==> config.mk <==
export PLATFORM = sky130hd
export DESIGN_NAME = audio_capture_top
export DESIGN_NICKNAME = d
export VERILOG_FILES = /design/src/hw/audio_capture_pkg.sv /design/src/hw/i2s_clock_gen.sv /design/src/hw/i2s_receiver.sv /design/src/hw/peak_tracker.sv /design/src/hw/vu_led_bar.sv /design/src/hw/audio_capture_top.sv
export VERILOG_INCLUDE_DIRS = /design/src /design/src/hw
export SDC_FILE = /design/constraint.sdc
export NUM_CORES = 1
export LEC_CHECK = 0
export BUFFER_PORTS_ARGS = -buffer_cell sky130_fd_sc_hd__buf_4
export CORE_UTILIZATION = 30
export CTS_CLUSTER_DIAMETER = 40
export DETAILED_ROUTE_END_ITERATION = 6
export GPL_ROUTABILITY_DRIVEN = 0
export SYNTH_ARGS = -nofsm -noshare
export SYNTH_HDL_FRONTEND = slang
export SYNTH_SLANG_ARGS = --single-unit
==> constraint.sdc <==
create_clock -name clk_i -period 14.3 [get_ports clk_i]
set_input_delay 0.715 -clock clk_i [delete_from_list [all_inputs] [get_ports clk_i]]
set_output_delay 0.715 -clock clk_i [all_outputs]
set_load 0.01 [all_outputs]
==> src/hw/audio_capture_settings.svh <==
/*
 * audio capture settings
 * widths, I2S timing, metering block length and LED bar thresholds
 */

`ifndef AUDIO_CAPTURE_SETTINGS_SVH
`define AUDIO_CAPTURE_SETTINGS_SVH

// ----------------------------------------
// sample format
// ----------------------------------------
// signed two's-complement word from the microphone
`define SAMPLE_W 24

// ----------------------------------------
// I2S timing
// ----------------------------------------
// bit-clock periods in one channel slot
`define SLOT_BITS 32
// system clocks per sck half period
`define SCK_HALF 4

// ----------------------------------------
// level meter
// ----------------------------------------
// frames per metering window
`define BLOCK_FRAMES 256
// number of bar LEDs
`define LED_COUNT 6
// lowest LED threshold is 2**LED_BASE_BIT
`define LED_BASE_BIT 17

`endif

==> src/hw/audio_capture_pkg.sv <==
/*
 * audio capture types
 * sample, stereo frame, I2S clock pair and LED bar definitions
 */

`include "audio_capture_settings.svh"

package audio_capture_pkg;

    // ----------------------------------------
    // audio data
    // ----------------------------------------
    // one microphone sample, signed
    typedef logic signed [`SAMPLE_W-1:0] sample_t;

    // absolute value, sign bit dropped
    // most negative input saturates to all ones
    typedef logic [`SAMPLE_W-2:0] magnitude_t;

    // one stereo frame, left in the upper half
    typedef struct packed {
        sample_t left;
        sample_t right;
    } audio_frame_t;

    // ----------------------------------------
    // I2S clocks
    // ----------------------------------------
    // ws low selects left, high selects right
    typedef struct packed {
        logic sck;
        logic ws;
    } i2s_bus_t;

    // ----------------------------------------
    // LED bar
    // ----------------------------------------
    // active low, a 0 lights the LED
    typedef logic [`LED_COUNT-1:0] led_bar_t;

endpackage

==> src/hw/i2s_clock_gen.sv <==
/*
 * I2S master clock generator
 * divides the system clock down to sck and flips ws
 * on a falling sck edge once per channel slot
 */

`timescale 1ns/1ps

`include "audio_capture_settings.svh"

module i2s_clock_gen import audio_capture_pkg::*; (
    input  logic     clk_i,
    input  logic     reset_i,
    output i2s_bus_t bus_o
);

    localparam int HALF_W = $clog2(`SCK_HALF);
    localparam int BIT_W  = $clog2(`SLOT_BITS);

    // system clocks within the current sck half
    logic [HALF_W-1:0] half_cnt;
    // sck periods within the current slot
    logic [BIT_W-1:0]  bit_cnt;
    logic              sck_q;
    logic              ws_q;
    logic              half_done;
    logic              slot_done;

    assign half_done = (half_cnt == HALF_W'(`SCK_HALF - 1));
    // last period of the slot
    assign slot_done = (bit_cnt == BIT_W'(`SLOT_BITS - 1));

    // ----------------------------------------
    // sck and ws generation
    // ----------------------------------------
    always_ff @(posedge clk_i) begin
        if (reset_i) begin
            half_cnt <= '0;
            bit_cnt  <= '0;
            sck_q    <= 1'b0;
            ws_q     <= 1'b0;
        end else if (half_done) begin
            half_cnt <= '0;
            sck_q    <= ~sck_q;
            // sck high now, so this toggle is a falling edge
            if (sck_q) begin
                if (slot_done) begin
                    bit_cnt <= '0;
                    // ws moves together with the falling edge
                    ws_q    <= ~ws_q;
                end else begin
                    bit_cnt <= bit_cnt + 1'b1;
                end
            end
        end else begin
            half_cnt <= half_cnt + 1'b1;
        end
    end

    // straight from flops, no glitches on the pins
    assign bus_o.sck = sck_q;
    assign bus_o.ws  = ws_q;

endmodule

==> src/hw/i2s_receiver.sv <==
/*
 * I2S receiver
 * samples sd on rising sck edges, keeps the first 24 bits
 * of each slot after the one-bit delay and emits a stereo
 * frame with a one-cycle strobe when the right word completes
 */

`timescale 1ns/1ps

`include "audio_capture_settings.svh"

module i2s_receiver import audio_capture_pkg::*; (
    input  logic         clk_i,
    input  logic         reset_i,
    input  i2s_bus_t     bus_i,
    input  logic         sd_i,
    output audio_frame_t frame_o,
    output logic         frame_valid_o
);

    localparam int CNT_W = $clog2(`SAMPLE_W + 1);

    // sck one clock ago, for edge detection
    logic                 sck_q;
    // ws as seen at the previous rising sck edge
    logic                 ws_q;
    logic                 sck_rise;
    logic                 slot_start;
    logic                 shift_en;
    logic                 word_done;
    // data bits taken in this slot, parks at SAMPLE_W
    logic [CNT_W-1:0]     bit_cnt;
    logic [`SAMPLE_W-2:0] shift_q;
    sample_t              word;
    sample_t              left_hold;
    // set at the first left slot after reset
    logic                 armed;

    // ----------------------------------------
    // edge and slot detection
    // ----------------------------------------
    assign sck_rise   = bus_i.sck & ~sck_q;
    // first rising edge after a ws change carries the delay bit
    assign slot_start = sck_rise & (bus_i.ws != ws_q);
    // data bits follow until the word is full
    assign shift_en   = sck_rise & ~slot_start & (bit_cnt != CNT_W'(`SAMPLE_W));
    // this edge delivers the LSB
    assign word_done  = shift_en & (bit_cnt == CNT_W'(`SAMPLE_W - 1));
    // word including the bit on the line right now
    assign word       = {shift_q, sd_i};

    // ----------------------------------------
    // control
    // ----------------------------------------
    always_ff @(posedge clk_i) begin
        if (reset_i) begin
            sck_q         <= 1'b0;
            ws_q          <= 1'b0;
            // idle until a real slot start is seen
            bit_cnt       <= CNT_W'(`SAMPLE_W);
            armed         <= 1'b0;
            frame_valid_o <= 1'b0;
        end else begin
            sck_q         <= bus_i.sck;
            frame_valid_o <= 1'b0;
            if (sck_rise) begin
                ws_q <= bus_i.ws;
            end
            if (slot_start) begin
                bit_cnt <= '0;
                // ws fell, a full left slot begins here
                if (!bus_i.ws) begin
                    armed <= 1'b1;
                end
            end else if (shift_en) begin
                bit_cnt <= bit_cnt + 1'b1;
            end
            // right word closes the frame
            if (word_done && bus_i.ws && armed) begin
                frame_valid_o <= 1'b1;
            end
        end
    end

    // ----------------------------------------
    // data path
    // ----------------------------------------
    always_ff @(posedge clk_i) begin
        if (shift_en) begin
            shift_q <= word[`SAMPLE_W-2:0];
        end
        // left word waits for its right partner
        if (word_done && !bus_i.ws) begin
            left_hold <= word;
        end
        if (word_done && bus_i.ws) begin
            frame_o.left  <= left_hold;
            frame_o.right <= word;
        end
    end

endmodule

==> src/hw/peak_tracker.sv <==
/*
 * peak tracker
 * running maximum of one channel's sample magnitude,
 * cleared at the end of each metering block
 */

`timescale 1ns/1ps

`include "audio_capture_settings.svh"

module peak_tracker import audio_capture_pkg::*; (
    input  logic       clk_i,
    input  logic       reset_i,
    input  sample_t    sample_i,
    input  logic       sample_valid_i,
    input  logic       block_end_i,
    output magnitude_t peak_o
);

    // -2**(SAMPLE_W-1) has no positive counterpart
    localparam sample_t MOST_NEG = {1'b1, {(`SAMPLE_W - 1){1'b0}}};

    sample_t    neg_sample;
    magnitude_t magnitude;

    // ----------------------------------------
    // absolute value
    // ----------------------------------------
    always_comb begin
        neg_sample = -sample_i;
        if (sample_i == MOST_NEG) begin
            // saturate to full scale
            magnitude = '1;
        end else if (sample_i[`SAMPLE_W-1]) begin
            magnitude = neg_sample[`SAMPLE_W-2:0];
        end else begin
            magnitude = sample_i[`SAMPLE_W-2:0];
        end
    end

    // ----------------------------------------
    // running maximum
    // ----------------------------------------
    always_ff @(posedge clk_i) begin
        if (reset_i) begin
            peak_o <= '0;
        end else if (block_end_i) begin
            // new block starts from silence
            peak_o <= '0;
        end else if (sample_valid_i && (magnitude > peak_o)) begin
            peak_o <= magnitude;
        end
    end

endmodule

==> src/hw/vu_led_bar.sv <==
/*
 * level bar driver
 * counts frames per metering block, takes the louder
 * channel peak at block end and shows it as an active-low
 * thermometer in 6 dB steps
 */

`timescale 1ns/1ps

`include "audio_capture_settings.svh"

module vu_led_bar import audio_capture_pkg::*; (
    input  logic       clk_i,
    input  logic       reset_i,
    input  logic       frame_valid_i,
    input  magnitude_t left_peak_i,
    input  magnitude_t right_peak_i,
    output logic       block_end_o,
    output led_bar_t   leds_o
);

    localparam int CNT_W = $clog2(`BLOCK_FRAMES);

    // frames seen in the current block
    logic [CNT_W-1:0] frame_cnt;
    logic             last_frame;
    magnitude_t       loud_peak;
    led_bar_t         bar_next;

    assign last_frame = (frame_cnt == CNT_W'(`BLOCK_FRAMES - 1));

    // ----------------------------------------
    // block counter
    // ----------------------------------------
    always_ff @(posedge clk_i) begin
        if (reset_i) begin
            frame_cnt   <= '0;
            block_end_o <= 1'b0;
        end else begin
            block_end_o <= 1'b0;
            if (frame_valid_i) begin
                if (last_frame) begin
                    // wrap, next frame opens a new block
                    frame_cnt   <= '0;
                    block_end_o <= 1'b1;
                end else begin
                    frame_cnt <= frame_cnt + 1'b1;
                end
            end
        end
    end

    // ----------------------------------------
    // louder channel and thermometer code
    // ----------------------------------------
    assign loud_peak = (left_peak_i > right_peak_i) ? left_peak_i : right_peak_i;

    always_comb begin
        for (int n = 0; n < `LED_COUNT; n++) begin
            // LED n at 2**(base+n), 0 means lit
            bar_next[n] = ~(loud_peak >= (magnitude_t'(1) << (`LED_BASE_BIT + n)));
        end
    end

    // ----------------------------------------
    // bar register
    // ----------------------------------------
    // peaks already hold the last frame when block_end is high,
    // trackers clear in the same clock
    always_ff @(posedge clk_i) begin
        if (reset_i) begin
            // all dark
            leds_o <= '1;
        end else if (block_end_o) begin
            leds_o <= bar_next;
        end
    end

endmodule

==> src/hw/audio_capture_top.sv <==
/*
 * stereo I2S microphone front end
 * clock generator, receiver, left and right peak trackers
 * and a six-LED level bar
 */

`timescale 1ns/1ps

module audio_capture_top import audio_capture_pkg::*; (
    input  logic         clk_i,
    input  logic         reset_i,
    input  logic         i2s_sd_i,
    output logic         i2s_sck_o,
    output logic         i2s_ws_o,
    output audio_frame_t frame_o,
    output logic         frame_valid_o,
    output led_bar_t     debug_led_o
);

    // ----------------------------------------
    // internal wiring
    // ----------------------------------------
    i2s_bus_t     bus;
    audio_frame_t frame;
    logic         frame_valid;
    // one-cycle pulse after the last frame of a block
    logic         block_end;
    magnitude_t   left_peak;
    magnitude_t   right_peak;

    // clock pair to the microphone
    assign i2s_sck_o     = bus.sck;
    assign i2s_ws_o      = bus.ws;
    // capture visible at the pins
    assign frame_o       = frame;
    assign frame_valid_o = frame_valid;

    // ----------------------------------------
    // I2S clocks and capture
    // ----------------------------------------
    i2s_clock_gen u_clock (
        .clk_i   (clk_i),
        .reset_i (reset_i),
        .bus_o   (bus)
    );

    i2s_receiver u_receiver (
        .clk_i         (clk_i),
        .reset_i       (reset_i),
        .bus_i         (bus),
        .sd_i          (i2s_sd_i),
        .frame_o       (frame),
        .frame_valid_o (frame_valid)
    );

    // ----------------------------------------
    // per-channel peaks
    // ----------------------------------------
    peak_tracker u_peak_left (
        .clk_i          (clk_i),
        .reset_i        (reset_i),
        .sample_i       (frame.left),
        .sample_valid_i (frame_valid),
        .block_end_i    (block_end),
        .peak_o         (left_peak)
    );

    peak_tracker u_peak_right (
        .clk_i          (clk_i),
        .reset_i        (reset_i),
        .sample_i       (frame.right),
        .sample_valid_i (frame_valid),
        .block_end_i    (block_end),
        .peak_o         (right_peak)
    );

    // block timing and bar
    vu_led_bar u_led_bar (
        .clk_i         (clk_i),
        .reset_i       (reset_i),
        .frame_valid_i (frame_valid),
        .left_peak_i   (left_peak),
        .right_peak_i  (right_peak),
        .block_end_o   (block_end),
        .leds_o        (debug_led_o)
    );

endmodule

==> out/qor.tcl, run 1 <==
set qor(routed-via-count) 6928
set qor(tritoncts_num_sinks) 174
set qor(port-buffer-count) 59
set qor(timing.critical_path.arrival_ns) 5.88
set qor(grt_util_met3_pct) 2.706
set qor(cp.required_ns) 14.62
set qor(post_cts_buffers) 0
set qor(fp.dieW_microns) 177.1
set qor(drc) 0
set qor(hpwl_reported_at_the_end_of_detailed_placement_microns) 16910
set qor(die_h_microns) 177.1
set qor(final_routed_wire_length_divided_by_cell_count_microns) 17.09
set qor(timing.max_slew.rel_slack_pct) 15.49
set qor(final_layout_size_suffix_gt1_share_pct) 13.85
set qor(vias_per_cell) 5.186
set qor(grt_busiest_layer) {met2}
set qor(worst_path_largest_cell_delay_ns) 0.98
set qor(netlist_area_sq_um) 9195
set qor(ys_async_sr_fraction_pct) 0
set qor(root_buffer) {sky130_fd_sc_hd__clkbuf_16}
set qor(overall_fraction_of_global_route_tracks_in_use_pct) 15.06
set qor(rows) 63
set qor(fin_skew_ns) 0.01074
set qor(switching_share_pct) 23.26
set qor(critical_path_type) {flop to flop}
set qor(postRouteAntennaNets) 0
set qor(setup_viol_count_final) 0
set qor(rsz_0062_raised_after_global_routing) {false}
set qor(setup_slack_ns) 8.741
set qor(cts_tree) {yes}
set qor(grt_first_pass_wirelength_microns) 36470
set qor(layout_worst_path_cycle_share_pct) 38.87
set qor(htree_num_levels) 4
set qor(clock_network_latency_to_the_later_pin_of_the_worst_skew_pair_ns) 0.43
set qor(gr-total-overflow) 0
set qor(timing.final.max_slew_violations) 0
set qor(totalWireLength_microns) 22840
set qor(critical_path.slowest_cell) {sky130_fd_sc_hd__nor3_1}
set qor(totalNegativeSetupSlack_ns) 0
set qor(total_switching_power_uw) 235.9
set qor(tightestPinTransition_ns) 1.258
set qor(floorplan.io_pins) 60
set qor(cts_resized) 0
set qor(cts_hold_buf) 0
set qor(synth_edf_count) 95
set qor(final-hold-violation-count) 0
set qor(irDropWorstVdd_mv) 0.07145
set qor(power.density_cell_area_nw_per_um2) 95.28
set qor(number_of_global_route_vias_before_repair) 6623
set qor(power.combinational.fraction_pct) 0.9
set qor(share_clk_of_total_power_pct) 47.5
set qor(antenna_found_initial) 0
set qor(yosys_warnings) 0
set qor(leakagePower_uw) 0.003792
set qor(drt_first_iter_violations) 517
set qor(cellInternalPower_uw) 778.2
set qor(design.core.area_sq_um) 29870
set qor(min_period_ns) 5.559
set qor(setup_slack_after_placement_ns) 8.799
set qor(total_nets_after_synthesis) 964
set qor(start_util_pct) 30.78
set qor(postSynth.topFlopCell) {sky130_fd_sc_hd__edfxtp_1}
set qor(fmax_ghz) 0.1799
set qor(synthesis.instances) 884
set qor(first_pass_iters) 5
set qor(insertedDiodeCount) 0
set qor(crit_path_start_kind) {flop}
set qor(pwr-share-seq_pct) 51.6
set qor(layout_commonest_cell) {sky130_fd_sc_hd__edfxtp_1}
set qor(cell_chain_of_the_critical_path) {or4_1 -> nor3_1 -> nand3_1 -> a211o_1 -> nand2_1 -> ha_1 -> nand3_1 -> or4_1 -> a2111o_1 -> a31oi_4 -> nor3_1 -> a31o_2}
set qor(min_path_type) {flop to flop}
set qor(endpoint_kind) {flop}
set qor(timing.max_cap.violations) 0
set qor(most_used_cells_in_the_layout_excluding_fill_and_tap_cells) {sky130_fd_sc_hd__edfxtp_1 (95), sky130_fd_sc_hd__dfxtp_1 (79), sky130_fd_sc_hd__ha_1 (77)}
set qor(grt_start_max_net_pins) 50
set qor(areaGrowthSynthToFinish_pct) 15.76
set qor(groute.layer.met1.usage_pct) 20.41
set qor(clk_path_buf_depth) 2
set qor(tritoncts.num_buffers) 17
set qor(synth-seq-area-share_pct) 48.22
set qor(syn-mean-instance-area_sq_um) 10.40
set qor(grt_util_met2_pct) 23.65
set qor(clkSlewWorstSetupHoldPaths_ns) 0.08
set qor(net_count_of_the_finished_layout) 1013
set qor(run_status) {finished clean}
set qor(synthesized_flop_and_latch_total) 174
set qor(design.die.area_sq_um) 31350
set qor(yosys.cell_types.count) 78
set qor(worst-path-max-fanout) 46
## metal layers
| layer | up-vias | wire length, microns |
|---|---|---|
| li1 | 3453 | - |
| met5 | - | 0 |
| met4 | 0 | 599 |
| met2 | 176 | 10300 |
| met3 | 27 | 1187 |
| met1 | 3272 | 10750 |
## cell type report
class                      count  area, sq um
clock buffer                  17        425.4
clock inverter                15        186.4
fill                        2936        19230
inverter                      60        225.2
multi-input combinational    616         4404
sequential                   174         4434
tap                          390        488.0
timing repair buffer          64        480.5
## power by group through the flow
stage,clock (uW),combinational (uW),sequential [uW]
2_1_floorplan,0,6.70,534
3_3_place_gp,0,9.38,534
3_5_place_dp,0,9.32,534
4_1_cts,495,9.34,523
5_1_grt,512,10.5,523
6_report,482,9.17,523
## metrics by stage
stage | util, % | power (uW) | area (sq um) | hold WS, ns | std cells
2_1_floorplan | - | 541.0 | 9195 | 0.4003 | 884
3_3_place_gp | 33.58 | 543.7 | 10030 | 0.4006 | 1304
6_report | 35.63 | 1014 | 10640 | 0.4177 | 1336
5_1_grt | 35.63 | 1045 | 10640 | 0.4223 | 1336
4_1_cts | 35.63 | 1027 | 10640 | 0.4191 | 1336
3_5_place_dp | 33.58 | 543.7 | 10030 | 0.4045 | 1304
## worst max-delay path, delay by kind of cell, from the launching register on
family / cells / cell delay (ns)
simple gates: 7 / 2.87
flops: 1 / 0.51
fa+ha+maj: 1 / 0.18
compound gates: 4 / 1.89
## kinds of logic (layout without fill, tap and decap cells)
| kind of cell | count (synthesis) | after routing | share of synthesized area (%) |
|---|---|---|---|
| and+or+nand+nor | 312 | 312 | 18.44 |
| AOI/OAI and AO/OA | 180 | 180 | 13.93 |
| buffers and inverters | 94 | 156 | 4.164 |
| adders and majority gates | 77 | 77 | 10.48 |
| xor gates and xnor gates | 26 | 26 | 2.477 |
| DFF | 174 | 174 | 48.22 |
| muxes | 21 | 21 | 2.286 |
## flip-flops by register name (all words and copies together), names as in the netlist, 2 cells and up
name,flops
u_led_bar.leds_o,6
u_receiver.bit_cnt,5
u_clock.half_cnt,2
u_clock.bit_cnt,5
u_peak_right.peak_o,23
u_receiver.shift_q,23
u_receiver.left_hold,24
u_led_bar.frame_cnt,8
u_receiver.frame_o,48
u_peak_left.peak_o,23
## final timing paths
path	start	to	slack (ns)	depth (start not counted)
max	u_receiver.frame_o[41]	u_peak_left.peak_o[17]	8.74	12
min	u_receiver.left_hold[17]	u_receiver.frame_o[41]	0.42	0
min reg2reg	u_receiver.left_hold[17]	u_receiver.frame_o[41]	0.42	0
max reg2reg	u_receiver.frame_o[41]	u_peak_left.peak_o[17]	8.74	12
## cell usage after synthesis (11+ instances only)
| master | n | area share (%) |
|---|---|---|
| sky130_fd_sc_hd__ha_1 | 77 | 10 |
| sky130_fd_sc_hd__xor2_1 | 19 | 1.8 |
| sky130_fd_sc_hd__and3_1 | 12 | 0.82 |
| sky130_fd_sc_hd__nand4_1 | 24 | 1.6 |
| sky130_fd_sc_hd__nor4_1 | 11 | 0.75 |
| sky130_fd_sc_hd__dfxtp_1 | 79 | 17 |
| sky130_fd_sc_hd__nand2_1 | 42 | 1.7 |
| sky130_fd_sc_hd__edfxtp_1 | 95 | 31 |
| sky130_fd_sc_hd__a21oi_1 | 42 | 2.3 |
| sky130_fd_sc_hd__clkbuf_1 | 21 | 0.86 |
| sky130_fd_sc_hd__o31ai_1 | 35 | 2.9 |
| sky130_fd_sc_hd__o21ai_0 | 31 | 1.7 |
| sky130_fd_sc_hd__nor2_1 | 60 | 2.4 |
| sky130_fd_sc_hd__nand3_1 | 56 | 3.0 |
| sky130_fd_sc_hd__nor3_1 | 37 | 2.0 |
| sky130_fd_sc_hd__inv_1 | 59 | 2.4 |
| sky130_fd_sc_hd__mux2i_1 | 21 | 2.3 |
(Power assumes the default switching activity.)
==> inputs of run 2 (changes only) <==
==> constraint.sdc (replaced) <==
create_clock -name clk_i -period 4.6 [get_ports clk_i]
set_input_delay 0.23 -clock clk_i [delete_from_list [all_inputs] [get_ports clk_i]]
set_output_delay 0.23 -clock clk_i [all_outputs]
set_load 0.01 [all_outputs]
==> run 2 against run 1 <==
Critical path depth is 1 higher. Critical endpoint is now u_peak_left.peak_o[19]. Clock power grew to 3.0 times the previous value. First-iteration DRC count is 0.58% higher. Non-clock buffer count is 24 higher.
==> out/qor.tcl, run 2 (synthesis results as in run 1) <==
set qor(run_status) {finished clean}
set qor(dr_wl_met3_microns) 960
set qor(met2WireLength_microns) 10850
set qor(layout_worst_path_cycle_share_pct) 93.16
set qor(grt_first_pass_wirelength_microns) 36760
set qor(die_h_microns) 177.1
set qor(cp.required_ns) 4.93
set qor(timing.critical_path.arrival_ns) 4.62
set qor(crit_path_start_kind) {flop}
set qor(power.density_cell_area_nw_per_um2) 287.6
set qor(drc) 0
set qor(final_area_sq_um) 10880
set qor(largest_register_ffs) 48
set qor(clock_network_latency_to_the_later_pin_of_the_worst_skew_pair_ns) 0.44
set qor(first_pass_iters) 5
set qor(number_of_global_route_vias_before_repair) 6605
set qor(layout_commonest_cell) {sky130_fd_sc_hd__edfxtp_1}
set qor(setup_slack_ns) 0.3148
set qor(min_period_ns) 4.285
set qor(totalWireLength_microns) 23520
set qor(gr-total-overflow) 0
set qor(irDropWorstVdd_mv) 0.2502
set qor(rsz_0062_raised_after_global_routing) {false}
set qor(clk_path_buf_depth) 2
set qor(cts_tree) {yes}
set qor(fp.dieW_microns) 177.1
set qor(tightestPinTransition_ns) 1.034
set qor(multi_input_comb_area_sq_um) 4422
set qor(reg2reg_setup_slack_ns) 0.31
set qor(timing.max_cap.violations) 0
set qor(tritoncts_num_sinks) 174
set qor(root_buffer) {sky130_fd_sc_hd__clkbuf_16}
set qor(timing.max_slew.rel_slack_pct) 31.06
set qor(htree_num_levels) 4
set qor(port-buffer-count) 59
set qor(rows) 63
set qor(fmax_ghz) 0.2334
set qor(clkSlewWorstSetupHoldPaths_ns) 0.08
set qor(drt_first_iter_violations) 520
set qor(design.die.area_sq_um) 31350
set qor(cts_hold_buf) 1
set qor(postRouteAntennaNets) 0
set qor(hpwl_reported_at_the_end_of_detailed_placement_microns) 17600
set qor(worst-path-max-fanout) 16
set qor(overall_fraction_of_global_route_tracks_in_use_pct) 15.28
set qor(setup_slack_after_placement_ns) 0.3748
set qor(drt-met1-wl_microns) 11240
set qor(design.core.area_sq_um) 29870
set qor(min-delay-start) {reset_i}
set qor(grt_start_max_net_pins) 50
set qor(final_layout_size_suffix_gt1_share_pct) 15.88
set qor(timing.critical_path.from) {u_receiver.frame_o[33]}
set qor(start_util_pct) 30.78
set qor(floorplan.io_pins) 60
set qor(r2r-start) {u_receiver.frame_o[33]}
set qor(top_regs) {u_receiver.frame_o (48), u_receiver.left_hold (24)}
set qor(endpoint_kind) {flop}
set qor(leakagePower_uw) 0.003935
set qor(vias_per_cell) 5.197
set qor(insertedDiodeCount) 0
set qor(min_path_type) {input pin to flop}
set qor(placed_cell_area_sq_um) 10250
set qor(tritoncts.num_buffers) 17
set qor(routed.top_layer) {met4}
set qor(critical_path_type) {flop to flop}
set qor(fillCellCount) 2908
set qor(fin_skew_ns) 0.01378
set qor(setup_viol_count_final) 0
set qor(final_routed_wire_length_divided_by_cell_count_microns) 17.30
set qor(antenna_found_initial) 0
set qor(layout.area.seq_sq_um) 4434
set qor(finish.utilization_pct) 36.43
set qor(net_count_of_the_finished_layout) 1037
set qor(post_cts_buffers) 0
set qor(cts_resized) 0
set qor(final-hold-violation-count) 0
set qor(largest-register) {u_receiver.frame_o}
set qor(timing.final.max_slew_violations) 0
set qor(areaGrowthSynthToFinish_pct) 18.37
set qor(totalNegativeSetupSlack_ns) 0
set qor(fin_hold_ws_ns) 0.1741
set qor(routed-via-count) 7068
set qor(most_used_cells_in_the_layout_excluding_fill_and_tap_cells) {sky130_fd_sc_hd__edfxtp_1 (95), sky130_fd_sc_hd__buf_4 (85), sky130_fd_sc_hd__dfxtp_1 (79)}
## run 2: cell types whose count changed in the layout (fill, tap and decap cells not counted), sizes merged
cell,previous run,this run
buf,64,87
clkinv,5,10
dlygate4sd3,0,1
inv,68,65
bufinv,1,0
clkinvlp,1,0
## run 2: through the flow
step	power [uW]	std cells
floorplan	1682	884
global placement	1691	1327
detailed placement	1691	1327
CTS	3164	1360
global route	3226	1360
finish	3130	1360
## run 2: power by group
part           internal, uW  switching, uW
clock                   746            728
sequential             1620           2.35
combinational          8.17           21.8
## run 2: worst paths after layout
kind	depth (start not counted)	to
max	13	u_peak_left.peak_o[19]
min	2	u_led_bar.frame_cnt[4]
max reg2reg	13	u_peak_left.peak_o[19]
min reg2reg	0	u_receiver.frame_o[30]
## run 2: layer usage
layer / vias up / track usage [%]
met4: 0 / 5.065
met3: 28 / 2.534
met5: - / 0
met2: 160 / 23.97
li1: 3508 / -
met1: 3372 / 21.19
## run 2: cell type report
type	instances	area share [%]
flip-flops and latches	174	40.74
multi-input cells	616	40.63
repair buffers	88	6.323
well taps	390	4.483
clock buffers	17	3.908
inverters	60	2.069
clock inverters	15	1.851
## run 2: worst max-delay path, cell delays in order (launching register included)
cell and delay, ns:
sky130_fd_sc_hd__edfxtp_1 0.52, sky130_fd_sc_hd__nor4_1 0.54, sky130_fd_sc_hd__nand2_1 0.27, sky130_fd_sc_hd__nor4_1 0.39, sky130_fd_sc_hd__a21boi_0 0.15, sky130_fd_sc_hd__o22a_1 0.26
sky130_fd_sc_hd__ha_1 0.31, sky130_fd_sc_hd__nand3_1 0.09, sky130_fd_sc_hd__or4_1 0.51, sky130_fd_sc_hd__a2111o_1 0.35, sky130_fd_sc_hd__a31oi_4 0.23, sky130_fd_sc_hd__buf_4 0.24
sky130_fd_sc_hd__nor3_1 0.06, sky130_fd_sc_hd__a31o_2 0.25
==> inputs of run 3 (changes only) <==
--- a/config.mk
+++ b/config.mk
@@ -7,10 +7,13 @@
 export NUM_CORES = 1
 export LEC_CHECK = 0
 export BUFFER_PORTS_ARGS = -buffer_cell sky130_fd_sc_hd__buf_4
+export CELL_PAD_IN_SITES_DETAIL_PLACEMENT = 0
+export CELL_PAD_IN_SITES_GLOBAL_PLACEMENT = 1
 export CORE_UTILIZATION = 30
 export CTS_CLUSTER_DIAMETER = 40
 export DETAILED_ROUTE_END_ITERATION = 6
 export GPL_ROUTABILITY_DRIVEN = 0
+export PLACE_DENSITY_LB_ADDON = 0.1
 export SYNTH_ARGS = -nofsm -noshare
 export SYNTH_HDL_FRONTEND = slang
 export SYNTH_SLANG_ARGS = --single-unit
==> run 3 against run 2 <==
Critical path depth shrank 1. Die area is the same. Global-route usage grew 2.7 points. Wire length grew 15%. Power grew 3.1%. Cell area grew 1.6%. Core utilization grew 0.59 points.
==> out/qor.tcl, run 3 (synthesis results as in run 1) <==
set qor(worst_path_largest_cell_delay_ns) 0.60
set qor(start_util_pct) 30.78
set qor(setup_slack_after_placement_ns) 0.1926
set qor(overall_fraction_of_global_route_tracks_in_use_pct) 17.94
set qor(critical_path.slowest_cell) {sky130_fd_sc_hd__or4_1}
set qor(non_filler_instance_count_after_layout) 1381
set qor(htree_num_levels) 4
set qor(cell_chain_of_the_critical_path) {or4_1 -> or3_1 -> o41ai_1 -> a21oi_1 -> ha_1 -> nand3_1 -> or4_1 -> a2111o_1 -> a31oi_4 -> buf_12 -> nor3_1 -> a31o_2}
set qor(first_pass_iters) 5
set qor(tritoncts_num_sinks) 174
set qor(design.die.area_sq_um) 31350
set qor(root_buffer) {sky130_fd_sc_hd__clkbuf_16}
set qor(run_status) {finished clean}
set qor(crit_path_frequent_cell) {sky130_fd_sc_hd__or4_1}
set qor(totalNegativeSetupSlack_ns) 0
set qor(final_area_sq_um) 11060
set qor(placed_cell_area_sq_um) 10390
set qor(power.density_cell_area_nw_per_um2) 291.9
set qor(insertedDiodeCount) 0
set qor(setup_slack_ns) 0.3295
set qor(endpoint_kind) {flop}
set qor(fin_skew_ns) 0.02185
set qor(placed_cells) 1347
set qor(routed-via-count) 7113
set qor(grt_first_pass_wirelength_microns) 41840
set qor(die_h_microns) 177.1
set qor(net_count_of_the_finished_layout) 1058
set qor(worst-path-max-fanout) 46
set qor(irDropWorstVdd_mv) 0.2248
set qor(largest_register_ffs) 48
set qor(min_path_type) {input pin to flop}
set qor(final_layout_size_suffix_gt1_share_pct) 17.86
set qor(areaGrowthSynthToFinish_pct) 20.28
set qor(drt_first_iter_violations) 523
set qor(drc) 0
set qor(antenna_found_initial) 0
set qor(crit_path_start_kind) {flop}
set qor(min_period_ns) 4.271
set qor(fmax_ghz) 0.2342
set qor(final-hold-violation-count) 0
set qor(finish.utilization_pct) 37.02
set qor(timing.critical_path.arrival_ns) 4.59
set qor(clock_network_latency_to_the_later_pin_of_the_worst_skew_pair_ns) 0.44
set qor(grt_start_max_net_pins) 50
set qor(totalWireLength_microns) 27110
set qor(postRouteAntennaNets) 0
set qor(tightestPinTransition_ns) 1.097
set qor(top_regs) {u_receiver.frame_o (48), u_receiver.left_hold (24)}
set qor(cp.required_ns) 4.92
set qor(tritoncts.num_buffers) 17
set qor(final_routed_wire_length_divided_by_cell_count_microns) 19.63
set qor(layout_worst_path_cycle_share_pct) 92.84
set qor(cts_tree) {yes}
set qor(largest-register) {u_receiver.frame_o}
set qor(design.core.area_sq_um) 29870
set qor(timing.final.max_slew_violations) 0
set qor(rows) 63
set qor(setup_viol_count_final) 0
set qor(timing.max_cap.violations) 0
set qor(layout_commonest_cell) {sky130_fd_sc_hd__buf_4}
set qor(vias_per_cell) 5.151
set qor(critical_path_type) {flop to flop}
set qor(number_of_global_route_vias_before_repair) 6778
set qor(most_used_cells_in_the_layout_excluding_fill_and_tap_cells) {sky130_fd_sc_hd__buf_4 (106), sky130_fd_sc_hd__edfxtp_1 (95), sky130_fd_sc_hd__dfxtp_1 (79)}
set qor(rsz_0062_raised_after_global_routing) {false}
set qor(port-buffer-count) 59
set qor(clkSlewWorstSetupHoldPaths_ns) 0.09
set qor(clk_path_buf_depth) 2
set qor(gr-total-overflow) 0
set qor(timing.max_slew.rel_slack_pct) 26.89
set qor(leakagePower_uw) 0.004040
set qor(fp.dieW_microns) 177.1
set qor(hpwl_reported_at_the_end_of_detailed_placement_microns) 20280
set qor(floorplan.io_pins) 60
## run 3: metrics by stage
stage                     total power, uW  hold slack, ns
after floorplan                      1682          0.3289
after global placement               1693          0.4036
after detailed placement             1693          0.4054
after CTS                            3277          0.1575
after global routing                 3342          0.1605
final                                3228          0.1668
## run 3: path summary, 6_finish.rpt
| check | endpoint | cells after the start | startpoint | slack, ns |
|---|---|---|---|---|
| setup reg to reg | u_peak_left.peak_o[13] | 12 | u_receiver.frame_o[33] | 0.33 |
| setup / recovery | u_peak_left.peak_o[13] | 12 | u_receiver.frame_o[33] | 0.33 |
| hold reg to reg | u_receiver.frame_o[32] | 0 | u_receiver.left_hold[8] | 0.41 |
| hold / removal | u_receiver.armed | 2 | reset_i | 0.17 |
## run 3: power breakdown
group          switching, uW  internal (uW)  total [uW]  leakage (uW)
sequential              2.26           1620        1630       0.00149
combinational           23.0           8.59        31.6       0.00224
clock                    806            765        1570      0.000306
total                    831           2400        3230       0.00404
## run 3: what timing repair did
action | 4_1_cts | 5_1_grt
resized for setup | 0 | 2
setup buffers | 0 | 1
hold buffers | 1 | 0
hold endpoints to repair | 3 | 0
setup endpoints to repair | 0 | 23
## run 3: layout make-up
| class | count | area (sq um) |
|---|---|---|
| fill | 2975 | 18820 |
| sequential | 174 | 4434 |
| multi-input combinational | 616 | 4429 |
| timing repair buffer | 109 | 845.8 |
| tap | 390 | 488.0 |
| clock buffer | 17 | 425.4 |
| inverter | 60 | 225.2 |
| clock inverter | 15 | 211.5 |
## run 3: critical path: cells and delay by family, from the launching register on
| kind | cells | cell delay [ns] |
|---|---|---|
| AO/OA/AOI/OAI | 5 | 1.31 |
| buffers and inverters | 1 | 0.24 |
| AND/OR/NAND/NOR | 5 | 1.71 |
| flip-flops | 1 | 0.54 |
| adder cells (fa/ha/maj) | 1 | 0.32 |
## run 3: metal layers
layer  vias to the layer above  share of wire (%)  track usage [%]
met2                       124                 45            27.62
met4                         0               0.75            3.843
met5                         -                  0                0
met3                        15                3.5            3.243
li1                       3542                  -                -
met1                      3432                 51            25.95
